### src/source/cvt_pkg.sv
package cvt_pkg;

	// ====================
	// sizes
	// ====================
	localparam int LANES  = 8;  // bytes per word, lanes per output word
	localparam int MAX_AW = 12; // widest bank address carried in the structs

	// ====================
	// data types
	// ====================
	typedef logic [63:0] word_t; // byte 0 sits in bits 63:56
	typedef logic [7:0]  byte_t;

	typedef enum logic [2:0] {
		IDLE,
		STORE,
		SORT,
		OUTPUT,
		CLEAR
	} state_t;

	// one-hot phase enables, decoded from the state
	typedef struct packed {
		logic store;
		logic sort;
		logic out;
		logic clear; // synchronous counter clear
	} phase_t;

	// bank read request, lane_sort to stream_store
	typedef struct packed {
		logic              en;
		logic              bank; // 0 or 1
		logic [MAX_AW-1:0] addr; // upper bits unused for small banks
	} bank_rd_t;

	// sort ram write, lane_sort to frame_output
	typedef struct packed {
		logic            en;
		logic [7:0]      byte_en; // bit 7 is lane 0
		logic [MAX_AW:0] addr;
		word_t           data;
	} sort_wr_t;

	// reverse byte order of one word
	function automatic word_t swap_bytes(input word_t w);
		word_t s;
		for (int i = 0; i < LANES; i++) begin
			s[8*i +: 8] = w[8*(LANES-1-i) +: 8];
		end
		return s;
	endfunction

endpackage

### src/source/lane_sort.sv
`timescale 1ns/10ps

module lane_sort #(
	parameter int GROUPS     = 4,
	parameter int COL_BLOCKS = 32
) (
	input  logic              clk,
	input  logic              reset,
	input  cvt_pkg::phase_t   phase,
	output cvt_pkg::bank_rd_t rd,
	input  cvt_pkg::word_t    bank_q,
	output cvt_pkg::sort_wr_t wr,
	output logic              sort_done
);

	localparam int LANES       = cvt_pkg::LANES;
	localparam int AW          = cvt_pkg::MAX_AW;
	localparam int FRAME_WORDS = 2 * LANES * GROUPS * COL_BLOCKS;
	localparam int GW          = (GROUPS > 1) ? $clog2(GROUPS) : 1;
	localparam int KW          = (COL_BLOCKS > 1) ? $clog2(COL_BLOCKS) : 1;

	// counter nest, inner to outer
	logic [2:0]    lane;
	logic [GW-1:0] grp;
	logic          bnk;
	logic [2:0]    col;  // byte column picked from the bank word
	logic [KW-1:0] blk;
	logic          reads_done;
	logic          lane_last;
	logic          grp_last;
	logic          col_last;
	logic          blk_last;
	logic [AW-1:0] rd_addr;

	// read data stage
	logic           v1;
	logic [2:0]     lane_d;
	logic [2:0]     col_d;
	cvt_pkg::byte_t col_byte;
	cvt_pkg::word_t placed;
	logic [7:0]     lane_be;

	// write stage
	logic [AW:0]    sort_addr;
	logic           wr_en_q;
	logic [7:0]     wr_be_q;
	logic [AW:0]    wr_addr_q;
	cvt_pkg::word_t wr_data_q;

	// ====================
	// read issue
	// ====================
	assign lane_last = (lane == 3'd7);
	assign grp_last  = (grp == GW'(GROUPS - 1));
	assign col_last  = (col == 3'd7);
	assign blk_last  = (blk == KW'(COL_BLOCKS - 1));

	// lane row of the group, block picks the column
	assign rd_addr = (AW'(grp) * AW'(LANES) + AW'(lane)) * AW'(COL_BLOCKS) + AW'(blk);

	always_comb begin
		rd.en   = phase.sort & ~reads_done; // one read per cycle
		rd.bank = bnk;
		rd.addr = rd_addr;
	end

	always_ff @(posedge clk or posedge reset) begin
		if (reset) begin
			lane       <= '0;
			grp        <= '0;
			bnk        <= 1'b0;
			col        <= '0;
			blk        <= '0;
			reads_done <= 1'b0;
		end else if (phase.clear) begin
			lane       <= '0;
			grp        <= '0;
			bnk        <= 1'b0;
			col        <= '0;
			blk        <= '0;
			reads_done <= 1'b0;
		end else if (rd.en) begin
			lane <= lane + 3'd1; // wraps at 8
			if (lane_last) begin
				grp <= grp_last ? '0 : grp + 1'b1;
			end
			if (lane_last & grp_last) begin
				bnk <= ~bnk;
			end
			if (lane_last & grp_last & bnk) begin
				col <= col + 3'd1;
			end
			if (lane_last & grp_last & bnk & col_last) begin
				blk <= blk_last ? '0 : blk + 1'b1;
			end
			if (lane_last & grp_last & bnk & col_last & blk_last) begin
				reads_done <= 1'b1; // whole frame issued
			end
		end
	end

	// ====================
	// byte gather
	// ====================
	// selectors trail the read by one cycle, same as bank_q
	always_ff @(posedge clk or posedge reset) begin
		if (reset) begin
			v1     <= 1'b0;
			lane_d <= '0;
			col_d  <= '0;
		end else begin
			v1     <= rd.en;
			lane_d <= lane;
			col_d  <= col;
		end
	end

	always_comb begin
		col_byte = bank_q[8*(LANES-1-int'(col_d)) +: 8];
		placed   = '0;
		placed[8*(LANES-1-int'(lane_d)) +: 8] = col_byte; // lane 0 at msb
		lane_be  = 8'h80 >> lane_d;
	end

	// sort address steps once all eight lanes are written
	always_ff @(posedge clk or posedge reset) begin
		if (reset) begin
			sort_addr <= '0;
			wr_en_q   <= 1'b0;
		end else if (phase.clear) begin
			sort_addr <= '0;
			wr_en_q   <= 1'b0;
		end else begin
			wr_en_q <= v1;
			if (v1 & (lane_d == 3'd7)) begin
				sort_addr <= sort_addr + 1'b1;
			end
		end
	end

	always_ff @(posedge clk) begin
		wr_be_q   <= lane_be;
		wr_addr_q <= sort_addr;
		wr_data_q <= placed;
	end

	always_comb begin
		wr.en      = wr_en_q;
		wr.byte_en = wr_be_q;
		wr.addr    = wr_addr_q;
		wr.data    = wr_data_q;
	end

	// lane 7 of the final word, last sort cycle
	assign sort_done = wr_en_q & wr_be_q[0] & (wr_addr_q == (AW+1)'(FRAME_WORDS - 1));

endmodule

### config.mk
export PLATFORM = sky130hd
export DESIGN_NAME = lane_sort
export DESIGN_NICKNAME = d
export VERILOG_FILES = /design/src/source/cvt_pkg.sv /design/src/source/lane_sort.sv
export SDC_FILE = /design/constraint.sdc
export NUM_CORES = 1
export LEC_CHECK = 0
export BUFFER_PORTS_ARGS = -buffer_cell sky130_fd_sc_hd__buf_2
export CORE_MARGIN = 2
export CORE_UTILIZATION = 45
export CTS_CLUSTER_SIZE = 14
export DETAILED_ROUTE_END_ITERATION = 16
export HOLD_SLACK_MARGIN = 0.06
export PLACE_DENSITY = 0.73
export SETUP_SLACK_MARGIN = 0.3
export SLEW_MARGIN = 10
export SYNTH_ARGS = -nofsm -noshare
export SYNTH_HDL_FRONTEND = slang
export SYNTH_SLANG_ARGS = --single-unit
### constraint.sdc
create_clock -name clk -period 6 [get_ports clk]
set_clock_uncertainty 0.2 [all_clocks]
set_input_delay 1.2 -clock clk [delete_from_list [all_inputs] [get_ports clk]]
set_output_delay 1.2 -clock clk [all_outputs]
set_load 0.02 [all_outputs]
; ---- Yosys cells after proc, flatten, opt, wreduce, memory -nomap -nowiden
; Index checks and enable logic that the tools add are counted.
[word_totals]
register_bits = 121
input_bits = 70
out_inout_bits = 101
word_cells = 79
[classes]
n_addsub = 10
n_eq_ne = 6
shift = 4
n_mux = 22
bitwise_logic = 11
n_reduce_logical = 12
[op_table]
columns = cell, n
row1 = $and A64 B64 Y64, 1
row2 = $shift A8 B33 Y64 const A, 1
row3 = $shiftx A64 B7 Y8, 1
row4 = $shiftx A8 B33 Y64, 1
row5 = $neg A7 Y33, 1
row6 = $mux W13, 2
row7 = $mux W5, 4
row8 = $mux W3, 5
row9 = $reduce_bool A2 Y1, 7
row10 = $add A13 B1 Y13 const B, 1
row11 = $eq A13 B11 Y1 const B, 1
row12 = $add A11 B5 Y12, 1
row13 = $reduce_and A2 Y1, 5
row14 = $eq A3 B3 Y1 const B, 3
row15 = $and A1 B1 Y1, 8
row16 = $mux W2, 4
row17 = $shr A8 B3 Y8 const A, 1
row18 = $sub A3 B3 Y4 const A, 2
row19 = $mux W1, 7
row20 = $add A3 B1 Y3 const B, 2
row21 = $add A5 B3 Y6, 1
row22 = $add A5 B1 Y5 const B, 1
row23 = $eq A5 B5 Y1 const B, 1
row24 = $add A2 B1 Y2 const B, 1
row25 = other kinds (2), 3

; ---- Logic depth before layout (Yosys ltp)
[depth]
depth_word = 8
mapped_depth = 6
ltp_nobuf = 6

; ---- Worst setup path before layout
; OpenSTA, ideal clock, no wires.
[synth_path]
path_kind = in2out
from = input port phase[2] in the netlist's numbering
to = output port rd[13] in the netlist's numbering
arrival_time_ps = 1473
t_required_ps = 4600
slack_ps = 3127
path_stages = 2
path_buffers = 1
path_cell_list = nor2b_4 -> buf_6
[synth_rtl]
columns = item, line
row1 = "start, declared", lane_sort.sv:9  ; input cvt_pkg::phase_t phase,
row2 = "end, declared", lane_sort.sv:10  ; output cvt_pkg::bank_rd_t rd,

==> results.cfg <==
[status]
status = completed

[yosys]
ys_seq_area_frac = 0.585
synthSimpleGateAreaFrac = 0.190
synth_area_sq_um = 4450
synthMuxAreaShare = 0.0810
synth_xor_area_frac = 0.0236
synth_edf_count = 0
synth.most_common_cell = nor2_1
synth_ff_type = dfxtp_1
avgSynthCellArea_sq_um = 10.6
ys_ff_latch = 121
synth_commonest_cells = nor2_1, dfxtp_1, dfrtp_1, mux2i_1, nand2_1
yosysWarnings = 0
synth_cell_type_count = 38
synth_largest_area_cell = dfxtp_1
synthCells = 420
yosysTopAreaCellShare = 0.383
synth_area_leaders = dfxtp_1, dfrtp_1, mux2i_1, nor2_1, ha_1
synth_top_family_by_area = simple AND/OR/NAND/NOR gates
synthAdderAreaFrac = 0.0478
synth_compound_area_frac = 0.0444
synthArstFlopShare = 0.298

[sta]
timing.fmax_mhz = 307
setup_tns_ns = 0
setup_viol = 0
tightest_slew_ns = 0.615
slew_viol_final = 0
rsz0062_at_grt = no
final-hold-violation-count = 0
slew-limit-headroom = 0.589
min_period_ns = 3.26
period_share = 0.543

[floorplanning]
row_count = 36
die_w_um = 103
core_sq_um = 9680
die_height_um = 103
dieArea_sq_um = 10700
start_util = 0.459
ios = 171

[cts]
cts.repair.resized = 0
clk_latency_ns = 0.51
cts_buffers = 17
cts_setup_buffers = 0
path_clk_slew_ns = 0.06
cts_tree = built
ctsLongestPathBuffers = 2
ctsHoldBuffers = 0
numClockSinks = 121
cts_root_buffer = clkbuf_8
h-tree-depth = 4

[finish]
multi_input_comb_area_sq_um = 1730
synthToLayoutAreaGrowth_pct = 33.5
nNetsFinal = 678
antenna_cells = 0
stdcell_count = 737
ff_latch_area_sq_um = 2600
fill_cells = 814
final_layout_size_suffix_gt1_frac = 0.338

[global_routing]
grt_pass1_vias = 3427
grt_max_degree = 37
antenna_found_initial = 0
grt_pass1_wl_mm = 16.2
track_usage = 0.200
grt_overflow_total = 0

[placement]
gp_congestion = 0.824
port_buffers = 166
dpl.cell_count = 705
dp_hpwl_mm = 7.65

[min_path]
worstHoldPathCells = 0
holdCritStartpoint = col[2]$_DFFE_PP0P_
hp-class = reg2reg
worst_hold_path.endpoint = col_d[2]$_DFF_PP0_

[route]
num_vias = 3539
drtIter0Drc = 98
wire_per_inst_um = 14.4
vias_per_cell = 4.80
drcViolationCount = 0
drt-total-wl_mm = 10.6
drtPass1Iterations = 4
ant_nets = 0

[worst_setup_path]
rr_endpoint = sort_addr[11]$_DFFE_PP0P_
r2r-start = lane_d[1]$_DFF_PP0_
r2r_slack_ns = 3.65
cp-end-kind = output port
worst-path-max-fanout = 11
cp-start-kind = primary input
r2r_cells = 6
critPathArrivalTime_ns = 1.86
required_ns = 4.60
path_class = in2out

[pwr]
p_per_area_nw_per_um2 = 324
p_clk_frac = 0.508
power.switching_mw = 0.458
p_total_mw = 1.92
swShare = 0.238
ir_drop_mv = 0.239
power.internal_mw = 1.47
power.leakage_nw = 2.93
p_seq_frac = 0.433
combPwrFrac = 0.059

[job]
cap_violations = 0
layout make-up:
type,count,area share
repair buffers,168,0.142
clock buffers,17,0.0697
flip-flops and latches,121,0.438
inverters,5,0.00316
well taps,133,0.0280
clock inverters,15,0.0276
multi-input cells,278,0.291
worst max path at each step:
stage	startpoint	end	depth (start not counted)
floorplan	phase[2]	rd[13]	2
global placement	phase[2]	rd[13]	3
detailed placement	phase[2]	rd[13]	3
CTS	phase[2]	rd[13]	3
global route	phase[2]	rd[13]	3
finish	phase[2]	rd[13]	3
stage by stage:
stage / hold slack, ns / setup WS (ns) / utilization / instance area (sq um)
global route: 0.220 / 2.71 / 0.613 / 5940
detailed placement: 0.185 / 2.73 / 0.554 / 5360
global placement: 0.185 / 2.75 / 0.554 / 5360
finish: 0.211 / 2.74 / 0.613 / 5940
CTS: 0.216 / 2.74 / 0.613 / 5940
floorplan: 0.169 / 3.13 / - / 4450
power groups by stage:
| stage | Combinational [mW] | Sequential (mW) | Clock (mW) |
|---|---|---|---|
| after floorplan | 0.0469 | 0.867 | 0 |
| after global placement | 0.112 | 0.850 | 0 |
| after detailed placement | 0.114 | 0.850 | 0 |
| after CTS | 0.117 | 0.833 | 0.991 |
| after global routing | 0.127 | 0.835 | 1.03 |
| final | 0.114 | 0.833 | 0.977 |
registers in the layout, summed over array words and instances (netlist names):
name	cells
wr_data_q	64
sort_addr	13
wr_addr_q	13
wr_be_q	8
blk	5
col	3
col_d	3
lane	3
lane_d	3
grp	2
bnk	1
reads_done	1
v1	1
wr_en_q	1
layout by cell type (no fill, tap or decap), drive strengths merged, types with 2 or more instances in the layout:
master | netlist | routed
nor4 | 3 | 3
conb | 1 | 2
or3 | 4 | 4
inv | 5 | 13
nand2b | 2 | 2
xnor2 | 8 | 8
nand4 | 9 | 9
dfrtp | 36 | 36
nand2 | 30 | 30
nor2 | 86 | 86
buf | 10 | 168
clkinv | 0 | 4
bufinv | 0 | 2
nand4b | 3 | 3
mux2i | 36 | 36
clkbuf | 7 | 17
ha | 17 | 17
a21oi | 12 | 12
o21ai | 5 | 5
and3 | 3 | 3
and2 | 6 | 6
nand3 | 13 | 13
nor2b | 9 | 9
dfxtp | 85 | 85
xor2 | 4 | 4
a22oi | 13 | 13
nor3 | 6 | 6
nand3b | 2 | 2
layer usage:
layer | wire length [um] | vias to the layer above | share of wire | GRT usage
met5 | 0 | - | 0 | 0
met4 | 107 | 0 | 0.010 | 0.0789
met3 | 692 | 12 | 0.065 | 0.0551
met2 | 5330 | 133 | 0.50 | 0.362
met1 | 4500 | 1639 | 0.42 | 0.221
li1 | - | 1755 | - | -
worst max-delay path, stage by stage:
cell     delay (ns)
buf_2          0.10
nor2b_4        0.32
buf_2          0.23
cell families (layout without fill, tap and decap cells):
logic type | Yosys count | count (layout)
AOI/OAI and AO/OA | 32 | 32
xor gates and xnor gates | 12 | 12
adders and majority gates | 17 | 17
buffers and inverters | 22 | 205
DFF | 121 | 121
muxes | 36 | 36
other | 1 | 2
and+or+nand+nor | 179 | 179
(Power assumes the default switching activity.)
