$ cat src/source/cvt_pkg.sv
package cvt_pkg;

	// ====================
	// sizes
	// ====================
	localparam int LANES  = 8;  // bytes per word, lanes per output word
	localparam int MAX_AW = 12; // widest bank address carried in the structs

	// ====================
	// data types
	// ====================
	typedef logic [63:0] word_t; // byte 0 sits in bits 63:56
	typedef logic [7:0]  byte_t;

	typedef enum logic [2:0] {
		IDLE,
		STORE,
		SORT,
		OUTPUT,
		CLEAR
	} state_t;

	// one-hot phase enables, decoded from the state
	typedef struct packed {
		logic store;
		logic sort;
		logic out;
		logic clear; // synchronous counter clear
	} phase_t;

	// bank read request, lane_sort to stream_store
	typedef struct packed {
		logic              en;
		logic              bank; // 0 or 1
		logic [MAX_AW-1:0] addr; // upper bits unused for small banks
	} bank_rd_t;

	// sort ram write, lane_sort to frame_output
	typedef struct packed {
		logic            en;
		logic [7:0]      byte_en; // bit 7 is lane 0
		logic [MAX_AW:0] addr;
		word_t           data;
	} sort_wr_t;

	// reverse byte order of one word
	function automatic word_t swap_bytes(input word_t w);
		word_t s;
		for (int i = 0; i < LANES; i++) begin
			s[8*i +: 8] = w[8*(LANES-1-i) +: 8];
		end
		return s;
	endfunction

endpackage

$ cat src/source/cvt_fsm.sv
`timescale 1ns/10ps

module cvt_fsm (
	input  logic             clk,
	input  logic             reset,
	input  logic             in_empty_n, // start condition
	input  logic             store_done,
	input  logic             sort_done,
	input  logic             out_done,
	output cvt_pkg::state_t  state,
	output cvt_pkg::phase_t  phase
);

	cvt_pkg::state_t state_q;
	cvt_pkg::state_t next_state;
	logic [2:0]      clr_sh; // clear length shift

	// ====================
	// state register
	// ====================
	always_ff @(posedge clk or posedge reset) begin
		if (reset) begin
			state_q <= cvt_pkg::IDLE;
		end else begin
			state_q <= next_state;
		end
	end

	// next state
	always_comb begin
		next_state = state_q; // hold by default
		case (state_q)
			cvt_pkg::IDLE:   if (in_empty_n) next_state = cvt_pkg::STORE;
			cvt_pkg::STORE:  if (store_done) next_state = cvt_pkg::SORT;
			cvt_pkg::SORT:   if (sort_done) next_state = cvt_pkg::OUTPUT;
			cvt_pkg::OUTPUT: if (out_done) next_state = cvt_pkg::CLEAR;
			cvt_pkg::CLEAR:  if (clr_sh[2]) next_state = cvt_pkg::IDLE;
			default:         next_state = cvt_pkg::IDLE;
		endcase
	end

	// ====================
	// clear timing
	// ====================
	// fills one stage per cycle while clear is (about to be) active,
	// top bit ends the third clear cycle
	always_ff @(posedge clk or posedge reset) begin
		if (reset) begin
			clr_sh <= 3'b000;
		end else if (next_state == cvt_pkg::CLEAR) begin
			clr_sh <= {clr_sh[1:0], 1'b1};
		end else begin
			clr_sh <= 3'b000;
		end
	end

	// phase decode
	always_comb begin
		phase.store = (state_q == cvt_pkg::STORE);
		phase.sort  = (state_q == cvt_pkg::SORT);
		phase.out   = (state_q == cvt_pkg::OUTPUT);
		phase.clear = (state_q == cvt_pkg::CLEAR);
	end

	assign state = state_q; // observation only

endmodule

$ cat config.mk
export PLATFORM = sky130hd
export DESIGN_NAME = cvt_fsm
export DESIGN_NICKNAME = d
export VERILOG_FILES = /design/src/source/cvt_pkg.sv /design/src/source/cvt_fsm.sv
export SDC_FILE = /design/constraint.sdc
export NUM_CORES = 1
export LEC_CHECK = 0
export ABC_AREA = 1
export BUFFER_PORTS_ARGS = -buffer_cell sky130_fd_sc_hd__buf_4
export CAP_MARGIN = 20
export CORE_AREA = 8 8 45 47
export CTS_CLUSTER_SIZE = 12
export DETAILED_ROUTE_END_ITERATION = 6
export DIE_AREA = 0 0 53 55
export GPL_TIMING_DRIVEN = 0
export PLACE_DENSITY = 0.45
export SLEW_MARGIN = 20
export SYNTH_ARGS = -nofsm -noshare
export SYNTH_HDL_FRONTEND = slang
export SYNTH_SLANG_ARGS = --single-unit
$ cat constraint.sdc
create_clock -name clk -period 3.27 [get_ports clk]
set_clock_uncertainty 0.15 [all_clocks]
set_input_delay 0.4905 -clock clk [delete_from_list [all_inputs] [get_ports clk]]
set_output_delay 0.4905 -clock clk [all_outputs]
set_load 0.03 [all_outputs]
Word-level counts from Yosys, hierarchy flattened --
Cells that the tools add are included.
Storage, ports and cells: word-level logic and storage cells 15, register bits after elaboration 6, output and inout port bits 7, memories 0, bits in writable memories 0, ROM bits 0, latch bits 0
Operators by class: muxes and demuxes 7, div/mod/pow operators 0, $mul 0, equality and inequality tests 5, reductions and logical operators 1, shifts and indexed selects 0, bitwise logic cells 0, add/subtract/negate cells 0, order comparisons 0
Operator list (count):
- 3-bit 2-to-1 mux | 6
- 3-bit one-hot mux with 5 select lines | 1
- 3-bit by 2-bit equality test with 1-bit output (second input constant) | 2
- 3-bit equality test (second input constant) | 2
- 3-bit by 1-bit equality test with 1-bit output (second input constant) | 1
- 3-bit zero test | 1

Logic depth before layout (Yosys ltp) --
Gate-level depths: netlist (run 1).
word-level depth 4, depth in mapped cells 5

Least setup slack after synthesis (run 1) --
No wires, ideal clock.
kind reg-to-output, start reg state_q[2], in the netlist state[2], end out phase[0] (netlist name), stages on the path, launching flop included 3, data arrival time 1.375 ns, setup slack 1.255 ns, cell sequence dfrtp_1 > inv_2 > nor3_1
RTL lines:
- start: declaration | RTL line cvt_fsm.sv:14 | cvt_pkg::state_t state_q;
- start signal: assignment | RTL line cvt_fsm.sv:23 | state_q <= cvt_pkg::IDLE;
- start signal: assignment | RTL line cvt_fsm.sv:25 | state_q <= next_state;
- end: declaration | RTL line cvt_fsm.sv:11 | output cvt_pkg::phase_t phase

==> reports/qor.txt, run 1 <==
Data arrival, critical path: 1.16 ns
TritonRoute pass-1 iters: 1
Crit Path Class: reg -> out
largest net degree at the start of global routing: 9
Worst-Margin Slew: 0.2719 ns
largest family of logic cells by synthesized area: simple AND/OR/NAND/NOR gates
Slew Limit Fails: 0
Post-Synthesis Cells: 37
status: finished, final reports clean
post-layout power: 430.0 µW
Layout Utilization: 32.01%
Post-CTS Resized: 0
worst-skew pair later-pin latency: 0.24 ns
Row Count: 14
final std cells w/o fill: 68
post-CTS setup buffer count: 0
Power Internal: 227.9 µW
DR WL/cell: 10.40 µm
first-pass GRT wire length: 1.117 mm
share of layout cells above drive strength 1: 40.38%
Reg area: 150.1 µm²
total negative slack: 0 ns
min Tclk post-route: 1.801 ns
Syn Nets: 43
CTS max path bufs: 2
Final Instance Area: 442.9 µm²
XOR/XNOR share of the synthesized area: 0%
post-synthesis adder-cell area fraction: 0%
switch share: 46.99%
ant diodes: 0
Placement Cell Area: 420.4 µm²
Total Routed Length: 707 µm
initial core utilization: 22.42%
setup repair after global routing missed its margin: no
die height: 55 µm
peak supply drop: 0.3124 mV
grt ovf: 0
Core Region: 1384 µm²
Die ar.: 2915 µm²
worst-path fanout max: 7
Hold Vio Cnt, Final: 0
H-tree depth: 1
mean post-synth cell area: 8.386 µm²
# clock sinks: 6
Synth warnings: 0
endpoints failing setup: 0
DP Wirelength: 586.7 µm
port bufs: 12
fillers: 156
max_slew headroom: 81.88%
vias per cell: 4.147
gr usage total: 5.165%
Vias: 282
register bit total from synthesis: 6
Worst-path clk slew: 0.04 ns
number of global-route vias before repair: 282
Comb pwr share: 56.0%
period utilisation layout: 55.06%
initial antenna violation count: 0
mux cell area share after synthesis: 0%
kind of end point of the critical path: primary output
path depth of the worst reg2reg path: 3
Cell Pwr Density: 970.7 nW/µm²
Post-Syn Area: 310.3 µm²
routability cong.: 0.6889
I/O pin count: 13
multi-input logic area: 118.9 µm²
Synth Area in Simple Gates: 33.47%
power share of the clock group: 15.1%
crit start category: flop
Placed Cells: 65
sequential share of the synthesized area: 48.39%
Lkg Pwr: 0.0002592 µW
data required time of the worst path: 2.63 ns
root buffer cell: clkbuf_4
Worst Hold Class: in -> async
Net Switching: 202.0 µW
Final #Nets: 60
TritonCTS Buffers: 3
post-synthesis compound-gate area fraction: 4.839%
Post-CTS Hold Buffers: 0
DRC Markers: 0
die width: 53 µm
layout overhead on the synthesized area: 42.74%
CTS tree: built
max-cap violations: 0
Fmax: 555.4 MHz
DR iter-0 viols: 0
Unique masters post-synth: 13
Flop pwr share: 28.9%
DRT antenna net count: 0
-- final timing paths --
check | start | end | slack [ns]
hold / removal | reset | clr_sh[0]$_DFF_PP0_ | 0.01
hold reg to reg | clr_sh[1]$_DFF_PP0_ | clr_sh[2]$_DFF_PP0_ | 0.35
min in group clk | store_done | state[1]$_DFF_PP0_ | 0.34
max in group asynchronous | reset | clr_sh[2]$_DFF_PP0_ | 2.77
setup reg to reg | state[2]$_DFF_PP0_ | clr_sh[1]$_DFF_PP0_ | 2.08
setup / recovery | state[2]$_DFF_PP0_ | phase[0] | 1.47
-- synthesized netlist by cell type, drive strengths merged --
cell,n,area share [%]
nand2,7,8.5
a21boi,2,4.8
nand3b,1,3.6
buf,1,3.6
nand3,3,4.8
nand4,3,6.0
nor2,4,5.6
dfrtp,6,48
nor3,2,4.8
inv,8,9.7
-- cells in the final DEF, fill, tap and decap left out --
| master | instances |
|---|---|
| clkbuf_4 | 3 |
| inv_1 | 6 |
| nor2_1 | 3 |
| nor2_2 | 1 |
| nor3_2 | 1 |
| nand4_1 | 3 |
| nand3b_2 | 1 |
| nand2_1 | 7 |
| nor3_1 | 1 |
| dfrtp_1 | 6 |
| nand3_1 | 3 |
| a21boi_1 | 2 |
| inv_2 | 2 |
| buf_4 | 12 |
| buf_6 | 1 |
-- final cells by class --
class	instances	area share, %
buffer	1	2.542
clock buffer	3	5.085
inverter	8	6.780
multi-input combinational	22	26.84
sequential	6	33.90
tap	16	4.520
timing repair buffer	12	20.34
-- power groups by stage --
stage | clock (µW) | sequential (µW) | combinational (µW)
finish | 64.9 | 124 | 241
global placement | 0 | 126 | 244
floorplan | 0 | 154 | 133
global route | 71.8 | 129 | 262
CTS | 69.0 | 125 | 245
detailed placement | 0 | 127 | 245
-- cell families (layout without fill, tap and decap cells) --
family	Yosys count	count (layout)
AND/OR/NAND/NOR	20	20
buffers and inverters	9	24
flip-flops	6	6
AO/OA/AOI/OAI	2	2
-- worst max-delay path, stage by stage, from the launching register on --
cell and delay, ns:
dfrtp_1 0.49, inv_2 0.10, nor3_1 0.15, buf_4 0.19
-- routing by layer --
metal | global-route usage [%] | part of all wire (%)
met1 | 5.556 | 46
met2 | 7.813 | 41
met3 | 2.406 | 13
met4 | 3.879 | 0
met5 | 0 | 0
-- metrics by stage --
stage                     hold WS (ns)  setup WS [ns]
after global placement          0.2730          1.719
after detailed placement        0.2747          1.722
after CTS                      0.01794          1.462
final                          0.01362          1.469
after global routing           0.03172          1.401
after floorplan                 0.1315          1.255
-- state kept, by name, summed over array words and instances, names as in the netlist --
| name | flops |
|---|---|
| clr_sh | 3 |
| state | 3 |
No activity file was read; power rests on OpenSTA's default activity.
==> run 2: changes to the inputs <==
ABC_AREA = 0   (was 1)
PLACE_DENSITY = 0.43   (was 0.45)
clock period = 1.81 ns   (was 3.27 ns; I/O delays follow)
==> reports/qor.txt, run 2 <==
CTS tree: built
top cells by area, synth: dfrtp_1, a22o_4, nor3b_1
Slew Limit Fails: 0
max_slew headroom: 80.64%
initial core utilization: 20.98%
die width: 53 µm
share of layout cells above drive strength 1: 48.78%
setup repair after global routing missed its margin: no
multi-input logic area: 132.6 µm²
slowest CP cell: dfrtp_1
I/O pin count: 13
Cell Pwr Density: 1790 nW/µm²
die height: 55 µm
routability cong.: 0.6541
initial antenna violation count: 0
grt ovf: 0
Unique masters post-synth: 16
DRC Markers: 0
period utilisation layout: 91.36%
kind of end point of the critical path: primary output
Synth warnings: 0
Worst Hold Class: in -> reg
count leader, synth: dfrtp_1
DR iter-0 viols: 2
Worst-path clk slew: 0.05 ns
Post-CTS Resized: 0
Crit Path Class: reg -> out
fillers: 149
mean post-synth cell area: 11.61 µm²
post-layout power: 774.9 µW
max incr delay on CP: 0.46 ns
Fmax: 604.8 MHz
data required time of the worst path: 1.39 ns
Total Routed Length: 743 µm
EDFF count, synth: 0
Row Count: 14
Reg area: 150.1 µm²
terminus of the critical flop-to-flop path: clr_sh[1]$_DFF_PP0_
ant diodes: 0
min Tclk post-route: 1.654 ns
Layout Utilization: 31.28%
max-cap violations: 0
port bufs: 12
Post-Synthesis Cells: 25
Worst Hold Depth: 2
register bit total from synthesis: 6
gr usage total: 6.370%
Syn Nets: 31
endpoints failing setup: 0
path depth of the worst reg2reg path: 3
largest net degree at the start of global routing: 11
Post-synth top cells: dfrtp_1, inv_1, nand2_1, nor2b_1, nor3b_1
Hold Vio Cnt, Final: 0
DP Wirelength: 562.4 µm
Die ar.: 2915 µm²
worst reg2reg path startpoint: state[0]$_DFF_PP0_
first-pass GRT wire length: 1.242 mm
CTS max path bufs: 2
worst-path fanout max: 9
Vias: 253
layout overhead on the synthesized area: 49.14%
Data arrival, critical path: 1.23 ns
root buffer cell: clkbuf_4
area leader, netlist: dfrtp_1
number of global-route vias before repair: 267
Worst-Margin Slew: 0.2905 ns
hold path start: out_done
Lkg Pwr: 0.0002085 µW
# clock sinks: 6
most common cell after layout, fill and taps aside: buf_4
R2R Setup Slk: 0.46 ns
Final #Nets: 49
most frequent cells in the layout: buf_4, dfrtp_1, clkbuf_4
DRT antenna net count: 0
DR WL/cell: 13.04 µm
TritonRoute pass-1 iters: 4
asr flop ratio synth: 100.0%
vias per cell: 4.439
Core Region: 1384 µm²
crit path from: state[1]$_DFF_PP0_
sequential share of the synthesized area: 51.72%
CP endpoint: phase[0]
Most used DFF post-synth: dfrtp_1
Yosys top cell area share: 51.72%
peak supply drop: 0.5011 mV
Post-Syn Area: 290.3 µm²
worst-skew pair later-pin latency: 0.25 ns
TritonCTS Buffers: 3
H-tree depth: 1
status: finished, final reports clean
crit start category: flop
worst path cell trace: nor3b_2 -> buf_4
-- run 2: changes by cell type after synthesis, sizes merged, moves of 3 or more --
cell / before / now
inv: 8 / 2
nor2: 4 / 0
nand4: 3 / 0
nand3: 3 / 0
nand2: 7 / 2
nor3b: 0 / 3
-- run 2: final cells by class --
cell class / instances / area share [%]
sequential: 6 / 34.68
inverter: 2 / 1.734
multi-input combinational: 17 / 30.64
tap: 16 / 4.624
clock buffer: 3 / 5.202
timing repair buffer: 13 / 23.12
-- run 2: what timing repair did --
item,in CTS,in global routing
hold buffers,1,0
buffers inserted,0,0
hold endpoints to repair,6,0
-- run 2: critical path, delay by kind of cell (launching register included) --
family        cells  cell delay (ns)
simple gates      1             0.30
buf+inv           1             0.21
flops             1             0.46
-- run 2: worst min path at each step --
stage                           to  slack, ns
2_1_floorplan  clr_sh[0]$_DFF_PP0_      -0.09
6_report        state[2]$_DFF_PP0_       0.12
3_3_place_gp    state[1]$_DFF_PP0_       0.05
4_1_cts         state[2]$_DFF_PP0_       0.12
3_5_place_dp    state[0]$_DFF_PP0_       0.06
5_1_grt         state[2]$_DFF_PP0_       0.12
-- run 2: power by group --
group / total, µW / internal, µW / switching [µW]
Clock: 127 / 75.2 / 51.6
Sequential: 245 / 176 / 69.3
Combinational: 403 / 178 / 225
-- run 2: cell families (layout without fill, tap and decap cells) --
kind of cell    Yosys count  count (layout)  share of synthesized area (%)
simple gates             12              12                          30.17
buf+inv                   2              18                          2.587
compound gates            5               5                          15.52
flops                     6               6                          51.72
-- run 2: stage by stage --
step | hold WS, ns | setup TNS (ns) | instance area [µm²] | worst slack [ns] | instances
2_1_floorplan | -0.08754 | -0.02358 | 290.3 | -0.01851 | 25
6_report | 0.1214 | 0 | 432.9 | 0.1564 | 57
3_3_place_gp | 0.05309 | 0 | 400.4 | 0.4320 | 53
4_1_cts | 0.1173 | 0 | 432.9 | 0.1330 | 57
3_5_place_dp | 0.06290 | 0 | 400.4 | 0.4009 | 53
5_1_grt | 0.1197 | 0 | 432.9 | 0.09534 | 57
-- run 2: layer usage --
metal  vias to the layer above  wire length [µm]  GRT usage, %
li1                        119                 -             -
met1                       123               304         6.780
met2                         9               344         7.813
met3                         2                82         4.545
met4                         0                12         6.466
met5                         -                 0             0
==> run 3: changes to the inputs <==
ABC_AREA = 1   (was 0)
PLACE_DENSITY = 0.45   (was 0.43)
==> reports/qor.txt, run 3 (same netlist as run 1, synthesis figures left out) <==
Lkg Pwr: 0.0002634 µW
min Tclk post-route: 1.582 ns
CTS max path bufs: 2
worst reg2reg path startpoint: state[2]$_DFF_PP0_
crit start category: flop
DP Wirelength: 586.7 µm
port bufs: 12
CTS tree: built
max-cap violations: 0
DRT antenna net count: 0
grt ovf: 0
Worst Hold Class: in -> reg
TritonCTS Buffers: 3
worst-path fanout max: 7
initial antenna violation count: 0
Total Routed Length: 712 µm
Fmax: 632.3 MHz
setup repair after global routing missed its margin: no
most common cell after layout, fill and taps aside: buf_4
die width: 53 µm
Hold Vio Cnt, Final: 0
DR WL/cell: 10.32 µm
endpoints failing setup: 0
Worst Hold Endpoint: state[1]$_DFF_PP0_
kind of end point of the critical path: primary output
period utilisation layout: 87.38%
I/O pin count: 13
Final #Nets: 61
H-tree depth: 1
Final Instance Area: 452.9 µm²
DRC Markers: 0
post-CTS setup buffer count: 0
hold path start: store_done
max incr delay on CP: 0.49 ns
path depth of the worst reg2reg path: 3
largest net degree at the start of global routing: 9
slowest CP cell: dfrtp_1
Cell Pwr Density: 1719 nW/µm²
DR iter-0 viols: 0
Slew Limit Fails: 0
data required time of the worst path: 1.39 ns
share of layout cells above drive strength 1: 39.62%
routability cong.: 0.6889
Worst-path clk slew: 0.04 ns
vias per cell: 4.145
status: finished, final reports clean
die height: 55 µm
most frequent cells in the layout: buf_4, nand2_1, inv_1, dfrtp_1
Worst Hold Depth: 3
worst-skew pair later-pin latency: 0.24 ns
Crit Path Class: reg -> out
Worst-Margin Slew: 0.2719 ns
number of global-route vias before repair: 289
first-pass GRT wire length: 1.117 mm
Core Region: 1384 µm²
layout overhead on the synthesized area: 45.97%
peak supply drop: 0.5646 mV
TritonRoute pass-1 iters: 1
Row Count: 14
R2R Setup Slk: 0.62 ns
total negative slack: 0 ns
ant diodes: 0
Data arrival, critical path: 1.16 ns
# clock sinks: 6
Vias: 286
Placement Cell Area: 420.4 µm²
worst path cell trace: inv_2 -> nor3_1 -> buf_4
Die ar.: 2915 µm²
gr usage total: 5.165%
max_slew headroom: 81.88%
root buffer cell: clkbuf_4
initial core utilization: 22.42%
terminus of the critical flop-to-flop path: clr_sh[1]$_DFF_PP0_
==> run 3: power breakdown <==
group          internal, µW  leakage (µW)  switching (µW)  total (µW)
clock network          74.6     0.0000138            42.7         117
logic                   164      0.000170             272         436
registers               174     0.0000799            50.7         225
total                   413      0.000263             365         778
==> run 3: timing repair <==
action / 4_1_cts / 5_1_grt
hold endpoints to repair: 6 / 0
hold buffers: 1 / 0
resized for setup: 0 / 0
==> run 3: critical path, delay by kind of cell (launching register included) <==
kind	cells	cell delay, ns
DFF	1	0.49
and+or+nand+nor	1	0.15
buffers and inverters	2	0.29
==> run 3: layout make-up <==
cell class                 instances  area [µm²]
tap                               16       20.02
fill                             155       930.9
multi-input combinational         22       118.9
sequential                         6       150.1
inverter                           8       30.03
buffer                             1       11.26
timing repair buffer              13       100.1
clock buffer                       3       22.52
==> run 3: through the flow <==
step                power, µW  std cells  hold slack [ns]  setup WS [ns]  utilization [%]
floorplan               518.4         37         -0.08754        0.01389                -
global placement        668.3         65          0.05399         0.4781            30.38
detailed placement      671.1         65          0.05573         0.4814            30.38
CTS                     795.5         69           0.1117         0.2209            32.73
global route            839.0         69           0.1435         0.1596            32.73
finish                  778.4         69           0.1188         0.2285            32.73
==> run 3: worst max path at each step <==
| stage | from | to | slack, ns | depth (start not counted) |
|---|---|---|---|---|
| 2_1_floorplan | state[2]$_DFF_PP0_ | phase[0] | 0.01 | 2 |
| 3_3_place_gp | state[2]$_DFF_PP0_ | phase[0] | 0.48 | 3 |
| 3_5_place_dp | state[2]$_DFF_PP0_ | phase[0] | 0.48 | 3 |
| 4_1_cts | state[2]$_DFF_PP0_ | phase[0] | 0.22 | 3 |
| 5_1_grt | state[2]$_DFF_PP0_ | phase[2] | 0.16 | 4 |
| 6_report | state[2]$_DFF_PP0_ | phase[0] | 0.23 | 3 |
==> run 3: per-layer routing <==
metal  wire [µm]  global-route usage [%]
met5           0                       0
met4           0                   3.879
met3          92                   2.406
met2         295                   7.813
met1         324                   5.556
